[src/tagAlloc_params.svh]
`ifndef TAGALLOC_PARAMS_SVH
`define TAGALLOC_PARAMS_SVH

// Sizing of the two reservation-station banks

`define RS_SIZE 6          // Entries per bank

`define SLOT_W 3           // Bits needed to name one entry

`define TABLE_DEPTH 64     // One lookup entry per possible free bitmap

`define NO_FREE_SLOT 3'b111 // Slot code returned by a full bank

`endif
[src/tagAllocPkg.sv]
`include "tagAlloc_params.svh"

package tagAllocPkg;

    // Issuing class and owning bank share one encoding
    typedef enum logic {
        ALU = 1'b0,
        LS  = 1'b1
    } rsUnit;

    // Global tag carried on issue and on the common data bus
    typedef struct packed {
        rsUnit              unit;   // Bank that owns the entry
        logic [`SLOT_W-1:0] slot;   // Entry inside that bank
    } rsTag;

endpackage

[src/rsBankIf.sv]
`timescale 1ns/1ps
`include "tagAlloc_params.svh"

interface rsBankIf;

    logic [`SLOT_W-1:0] freeSlot;       // Lowest free entry, NO_FREE_SLOT when full
    logic               full;
    logic               alloc;          // Claims freeSlot at the next rising edge
    logic               releaseEn;      // Frees releaseSlot at the next rising edge
    logic [`SLOT_W-1:0] releaseSlot;

    modport bank (
        output freeSlot,
        output full,
        input  alloc,
        input  releaseEn,
        input  releaseSlot
    );

    modport steer (
        input  freeSlot,
        input  full,
        output alloc,
        output releaseEn,
        output releaseSlot
    );

endinterface

[src/freeSlotTable.sv]
`timescale 1ns/1ps
`include "tagAlloc_params.svh"

module freeSlotTable (
    input  logic [`RS_SIZE-1:0] freeMap,    // One bit per entry, set when free
    output logic [`SLOT_W-1:0]  slot
);

    typedef logic [`SLOT_W-1:0] slotTableT [`TABLE_DEPTH];

    // Entry i holds the lowest set bit of i, so entry 0 means nothing is free
    function automatic slotTableT buildTable();
        slotTableT t;
        for (int i = 0; i < `TABLE_DEPTH; i++) begin
            t[i] = `NO_FREE_SLOT;
            for (int b = `RS_SIZE - 1; b >= 0; b--) begin
                if (i[b]) begin
                    t[i] = b[`SLOT_W-1:0];  // Lower bits overwrite higher ones
                end
            end
        end
        return t;
    endfunction

    localparam slotTableT SLOT_TABLE = buildTable();

    assign slot = SLOT_TABLE[freeMap];  // Pure lookup, no state

endmodule

[src/issueSteer.sv]
`timescale 1ns/1ps
`include "tagAlloc_params.svh"

module issueSteer (
    input  logic               issueValid,
    input  tagAllocPkg::rsUnit issueUnit,
    input  logic               cdbValid,
    input  tagAllocPkg::rsTag  cdbTag,
    output logic               issueGranted,
    output logic               issueStall,
    output tagAllocPkg::rsTag  issueTag,
    rsBankIf.steer             alu,
    rsBankIf.steer             ls
);

    logic               toAlu;
    logic               toLs;
    logic               selFull;
    logic [`SLOT_W-1:0] selSlot;
    logic               cdbToAlu;
    logic               cdbToLs;

    assign toAlu = (issueUnit == tagAllocPkg::ALU);
    assign toLs  = (issueUnit == tagAllocPkg::LS);

    // Only the bank of the issuing class is looked at
    assign selFull = toLs ? ls.full : alu.full;
    assign selSlot = toLs ? ls.freeSlot : alu.freeSlot;

    assign issueGranted  = issueValid && !selFull;
    assign issueStall    = issueValid && selFull;    // Nothing is taken while stalled
    assign issueTag.unit = issueUnit;
    assign issueTag.slot = selSlot;

    assign alu.alloc = issueGranted && toAlu;
    assign ls.alloc  = issueGranted && toLs;

    // The unit field of the broadcast tag names the owning bank
    assign cdbToAlu = cdbValid && (cdbTag.unit == tagAllocPkg::ALU);
    assign cdbToLs  = cdbValid && (cdbTag.unit == tagAllocPkg::LS);

    assign alu.releaseEn   = cdbToAlu;
    assign alu.releaseSlot = cdbTag.slot;
    assign ls.releaseEn    = cdbToLs;
    assign ls.releaseSlot  = cdbTag.slot;

endmodule

[src/rsBank.sv]
`timescale 1ns/1ps
`include "tagAlloc_params.svh"

module rsBank (
    input logic    rst,
    input logic    reset,
    rsBankIf.bank  port
);

    logic [`RS_SIZE-1:0] busy;
    logic [`RS_SIZE-1:0] freeMap;
    logic [`RS_SIZE-1:0] setMask;
    logic [`RS_SIZE-1:0] clrMask;
    logic [`SLOT_W-1:0]  tableSlot;

    assign freeMap = ~busy;

    freeSlotTable slotTable (
        .freeMap (freeMap),
        .slot    (tableSlot)
    );

    assign port.freeSlot = tableSlot;
    assign port.full     = (tableSlot == `NO_FREE_SLOT);

    // Allocation picks from the bitmap as it stands before this cycle's release
    assign setMask = (port.alloc && !port.full) ? (`RS_SIZE'(1) << tableSlot) : '0;
    assign clrMask = port.releaseEn ? (`RS_SIZE'(1) << port.releaseSlot) : '0;

    always_ff @(posedge rst) begin
        if (reset) begin
            busy <= '0;                             // All entries free
        end else begin
            busy <= (busy & ~clrMask) | setMask;
        end
    end

    // The steering block must gate its strobe with this bank's full flag
    allocNotFull: assert property (
        @(posedge rst) disable iff (reset)
        port.alloc |-> !port.full
    ) else $error("rsBank: alloc while bank is full");

    // Broadcasts on the data bus may only complete entries that are in flight
    releaseBusy: assert property (
        @(posedge rst) disable iff (reset)
        port.releaseEn |-> (port.releaseSlot < `RS_SIZE) && busy[port.releaseSlot]
    ) else $error("rsBank: release of slot %0d which is not busy", port.releaseSlot);

endmodule

[src/tagAllocTop.sv]
`timescale 1ns/1ps

module tagAllocTop (
    input  logic               rst,            // Clock
    input  logic               reset,
    input  logic               issueValid,
    input  tagAllocPkg::rsUnit issueUnit,
    input  logic               cdbValid,
    input  tagAllocPkg::rsTag  cdbTag,
    output logic               issueGranted,
    output logic               issueStall,
    output tagAllocPkg::rsTag  issueTag
);

    rsBankIf aluIf ();
    rsBankIf lsIf ();

    rsBank aluBank (
        .rst   (rst),
        .reset (reset),
        .port  (aluIf.bank)
    );

    rsBank lsBank (
        .rst   (rst),
        .reset (reset),
        .port  (lsIf.bank)
    );

    // Issue and completion both go through the steering block
    issueSteer steer (
        .issueValid   (issueValid),
        .issueUnit    (issueUnit),
        .cdbValid     (cdbValid),
        .cdbTag       (cdbTag),
        .issueGranted (issueGranted),
        .issueStall   (issueStall),
        .issueTag     (issueTag),
        .alu          (aluIf.steer),
        .ls           (lsIf.steer)
    );

endmodule

[config.mk]
export PLATFORM = sky130hd
export DESIGN_NAME = tagAllocTop
export DESIGN_NICKNAME = d
export VERILOG_FILES = /design/src/tagAllocPkg.sv /design/src/rsBankIf.sv /design/src/freeSlotTable.sv /design/src/issueSteer.sv /design/src/rsBank.sv /design/src/tagAllocTop.sv
export VERILOG_INCLUDE_DIRS = /design/src /design/src/src
export SDC_FILE = /design/constraint.sdc
export NUM_CORES = 1
export LEC_CHECK = 0
export BUFFER_PORTS_ARGS = -buffer_cell sky130_fd_sc_hd__buf_4
export CORE_ASPECT_RATIO = 1.75
export CORE_UTILIZATION = 25
export DETAILED_ROUTE_END_ITERATION = 7
export PLACE_DENSITY = 0.44
export SLEW_MARGIN = 0
export SYNTH_ARGS = -nofsm -noshare
export SYNTH_HDL_FRONTEND = slang
export SYNTH_SLANG_ARGS = --single-unit
[constraint.sdc]
create_clock -name rst -period 1.2 [get_ports rst]
set_input_delay 0.12 -clock rst [delete_from_list [all_inputs] [get_ports rst]]
set_output_delay 0.12 -clock rst [all_outputs]
set_load 0.01 [all_outputs]
Word-level counts from Yosys, hierarchy flattened
Memories as Yosys holds them, arrays and structs flattened.
Index checks and enable logic that the tools add are counted.

operators by class
  multiplexer cells = 10
  $lt $le $gt $ge = 2
  bitwise operators = 12
  multiply operators = 0
  $add $sub $neg = 0
  divide/modulo/power cells = 0
  shifts and indexed selects = 3
  reductions and logical operators = 11
  equal/unequal tests = 2

operators by type and width
  kind                 count
  $mux 6               4
  $not 6->6            4
  $shl 1x3->6 const A  3
  $mux 3               5
  $ge 7x7->1 const B   2
  $not 6->7            2
  $and 6x6->6          2
  $or 6x6->6           2
  $logic_and 1x1->1    8
  $eq 3x3->1 const B   2
  $logic_not 1->1      3
  $not 1->1            2
  $mux 1               1

word-level totals
  flip-flop bits (word level) = 12
  output and inout port bits = 6
  memory bits (read-only) = 384
  memories = 2
  bits in latches = 0
  RAM bits = 0

memory list
  memory            words  width  read ports  clocked after memory_dff  wr ports  line                 text
  (name not given)  64     3      1           0                         0         freeSlotTable.sv:27  assign slot = SLOT_TABLE[freeMap];
  (name not given)  64     3      1           0                         0         freeSlotTable.sv:27

Depth between registers and ports, before layout
  depth after elaboration = 13
  depth in mapped cells = 4
  gate-level depth less buffers = 3

Hierarchy
A second synthesis with hierarchy kept.

second synthesis, totals
  cell total of the unflattened synthesis = 94
  area, all modules = 850.8 um2

by module, submodules not included
  module         cells each  sequential area each (um2)  area each (um2)  times used
  rsBank         31          120.1                       301.5            2
  issueSteer     18          0.0                         157.7            1
  freeSlotTable  7           0.0                         45.0             2

Worst setup path before layout
OpenSTA, ideal clock, no wires.

  path kind = reg2out
  start point = reg aluBank.busy[2]
  end point = out issueStall
  data required time = 1.080 ns
  cell stages (with the launch flop) = 5
  setup slack = -0.043 ns
  data arrival time = 1.123 ns
  path through = dfxtp_1 buf_2 nand4_1 or3_1 a21boi_1

between the ends
  word-level cells in the longest chain between the ends = 8

RTL lines
  element                                    line                 text
  start, declared                            rsBank.sv:10         logic [`RS_SIZE-1:0] busy;
  start signal, assigned                     rsBank.sv:34         busy <= (busy & ~clrMask) | setMask;
  $not 6->6                                  rsBank.sv:16         assign freeMap = ~busy;
  $not 6->7 (implied by the code)            freeSlotTable.sv:27
  $mem_v2 64x3                               --
  $mux 3 (implied by the code) (2 in a row)  freeSlotTable.sv:27
  $eq 3x3->1 (no source line)                --
  $mux 1                                     issueSteer.sv:27     assign selFull = toLs ? ls.full : alu.full;
  $logic_and 1x1->1                          issueSteer.sv:31     assign issueStall = issueValid && selFull;
  end, declared                              tagAllocTop.sv:11    output logic issueStall,

No other way between the ends. The select of a mux whose other input is x is not followed.

Final worst setup path
  start point = reg aluBank.busy[1]
  end point = out issueGranted

between the ends
  word-level cells in the longest chain between the ends = 9

RTL lines
  element                                    line                 text
  $not 6->6                                  rsBank.sv:16
  $not 6->7 (implied by the code)            freeSlotTable.sv:27
  $mem_v2 64x3                               --
  $mux 3 (implied by the code) (2 in a row)  freeSlotTable.sv:27
  $eq 3x3->1 (no source line)                --
  $mux 1                                     issueSteer.sv:27
  $logic_not 1->1                            issueSteer.sv:30     assign issueGranted = issueValid && !selFull;
  $logic_and 1x1->1                          issueSteer.sv:30
  end, declared                              tagAllocTop.sv:10    output logic issueGranted,

No other way between the ends. The select of a mux whose other input is x is not followed.

==> flow_summary.toml <==
[global_route]
antenna_found_initial = 0
grt_usage_pct = 13.6
grt_pass1_vias = 698
grt_pass1_wl_mm = 3.15
gr-total-overflow = 0
grt_start_max_net_pins = 14

[timing]
holdWs_ns = 0.163
period_share_pct = 118
skew_ns = 0.000220
hold_violations = 0
period_minus_slack_ns = 1.41
drv_slew = 0
worst_pin_slew_ns = 0.487
timing.fmax_mhz = 708
rsz0062_at_grt = "true"
timing.final.ws_setup_ns = -0.212
slew_headroom_pct = 67.5
tns_ns = -0.901
setup_viol = 7

[worst_hold_path]
hold_path.startpoint = "reset"
hp-class = "primary input to flop"

[routing]
drtAntennaViolNets = 0
vias = 734
wl_per_cell_um = 14.8
initialDrtViolationCount = 17
viasPerCell = 5.44
wl_mm = 1.99
drc = 0
dr.pass1.iters = 4

[finish]
fin_area_sq_mm = 0.00102
fin_nets = 120
fin_cells = 135
drive_gt1_share_pct = 45.0
utilization_pct = 40.4
antenna_cells = 0
area_delta_synth_final_pct = 50.1
nFillCells = 281

[synth]
synth-main-ff-cell = "dfxtp_1"
synth_top_area_share_pct = 35.4
syn_inst = 82
yosys_warnings = 0
synth_top_area_cell = "dfxtp_1"
synth.area.top_cells = "dfxtp_1, a311oi_1, nand2_1"
synth_area_per_cell_sq_um = 8.29
ys_ff_latch = 12
synth_enable_flop_cells = 0
yosysMostFrequentCell = "dfxtp_1"
yosys-top-cells-count = "dfxtp_1, a311oi_1, nand2_1"
synth.distinct_cells = 32
synth_fp_nets = 91
ys_seq_area_share_pct = 35.4
synthesis.area_sq_um = 679
async_flop_share_pct = 0

[placed_design]
gp_congestion = 0.758
post-dp-hpwl_mm = 1.52
dp.cells = 129
pre_cts_ws_ns = -0.0678
placed_area_sq_um = 892
port_buffers = 14

[critical_path]
setup.worst_path.end_class = "output pin"
critPathTopFamily = "simple AND/OR/NAND/NOR gates"
max_stage_delay_ns = 0.35
start_kind = "flop"
r2r_start = "aluBank.busy[1]$_SDFF_PP0_"
crit_chain = "nand4_1, or3_4, and3_4, buf_6"
startpoint = "aluBank.busy[1]$_SDFF_PP0_"
path_buf_inv = 1
worstSetupPathType = "flop to output pin"
r2r_slack_ns = -0.04
arrival_ns = 1.29
cpMaxStageDelayCell = "or3_4"
cp.required_ns = 1.08
path_max_fanout = 2

[floorplan]
dieArea_sq_mm = 0.00294
die_w_um = 41.4
die-height_um = 71.0
num_io_pins = 15
core_sq_mm = 0.00252
row_count = 24
start_util_pct = 26.9

[power_and_ir_drop]
p_total_mw = 0.897
power.density_mw_per_mm2 = 880
irDropWorstVdd_mv = 0.352
leakagePower_nw = 0.394

[status]
violations = "negative setup slack"
status = "complete, but fails checks"

[cts]
cts_buffer_depth = 2
h-tree-depth = 1
cts_tree = "done"
postCtsHoldBufs = 0
clk_pin_slew_worst_paths_ns = 0.05
root_buffer = "clkbuf_8"
cts.sinks = 12
clock_latency_ns = 0.23
cts_made_buffers = 3

[run]
max_cap_violations = 0
-- cell families after synthesis --
logic type | after synthesis | synth area share [%]
and+or+nand+nor | 37 | 30.9
AOI/OAI and AO/OA | 27 | 29.5
DFF | 12 | 35.4
buffers and inverters | 6 | 4.24
-- power by group --
group | switching (mW) | internal (mW) | leakage, nW | total [mW]
Clock | 0.138 | 0.220 | 0.0216 | 0.358
Sequential | 0.00308 | 0.407 | 0.0996 | 0.410
Combinational | 0.0660 | 0.0629 | 0.273 | 0.129
Total | 0.207 | 0.690 | 0.394 | 0.897
-- sequential cells by signal, indices dropped and copies added, names as in the netlist --
| register | flops |
|---|---|
| aluBank.busy | 6 |
| lsBank.busy | 6 |
-- worst paths after layout --
check | end | cells after the start
worst max-delay path | issueGranted | 4
worst min-delay path | aluBank.busy[0]$_SDFF_PP0_ | 2
worst min register to register | aluBank.busy[3]$_SDFF_PP0_ | 2
worst max register to register | aluBank.busy[5]$_SDFF_PP0_ | 5
-- cell type report --
type | instances | area, sq um | area share (%)
clock buffers | 3 | 41.3 | 4.05
inverters | 2 | 7.51 | 0.736
multi-input cells | 64 | 470 | 46.1
flip-flops and latches | 12 | 246 | 24.2
well taps | 26 | 32.5 | 3.19
repair buffers | 28 | 221 | 21.7
-- metal layers --
layer / GRT usage [%] / wire, um
met5: 0 / 0
met4: 6.45 / 22
met3: 2.04 / 73
met2: 24.8 / 1050
met1: 14.7 / 848
-- placed cells by master (no fill, tap or decap), types with 2 or more instances in the layout --
cell / instances
a21boi_2: 2
a21oi_1: 3
a311oi_1: 7
a311oi_2: 2
and2_1: 2
and4_1: 2
buf_4: 25
buf_6: 3
clkbuf_8: 3
dfxtp_1: 7
dfxtp_2: 5
inv_1: 2
nand2_1: 6
nand2b_1: 2
nand3_1: 2
nand3b_1: 2
nand4_1: 2
nor2_1: 5
nor2b_1: 4
o21ai_0: 5
-- timing repair --
| item | in CTS | in global routing |
|---|---|---|
| setup endpoints to repair | 6 | 8 |
| pin swaps | 8 | 8 |
| buffers inserted | 0 | 3 |
| gates resized for setup | 8 | 12 |
(Power assumes the default switching activity.)
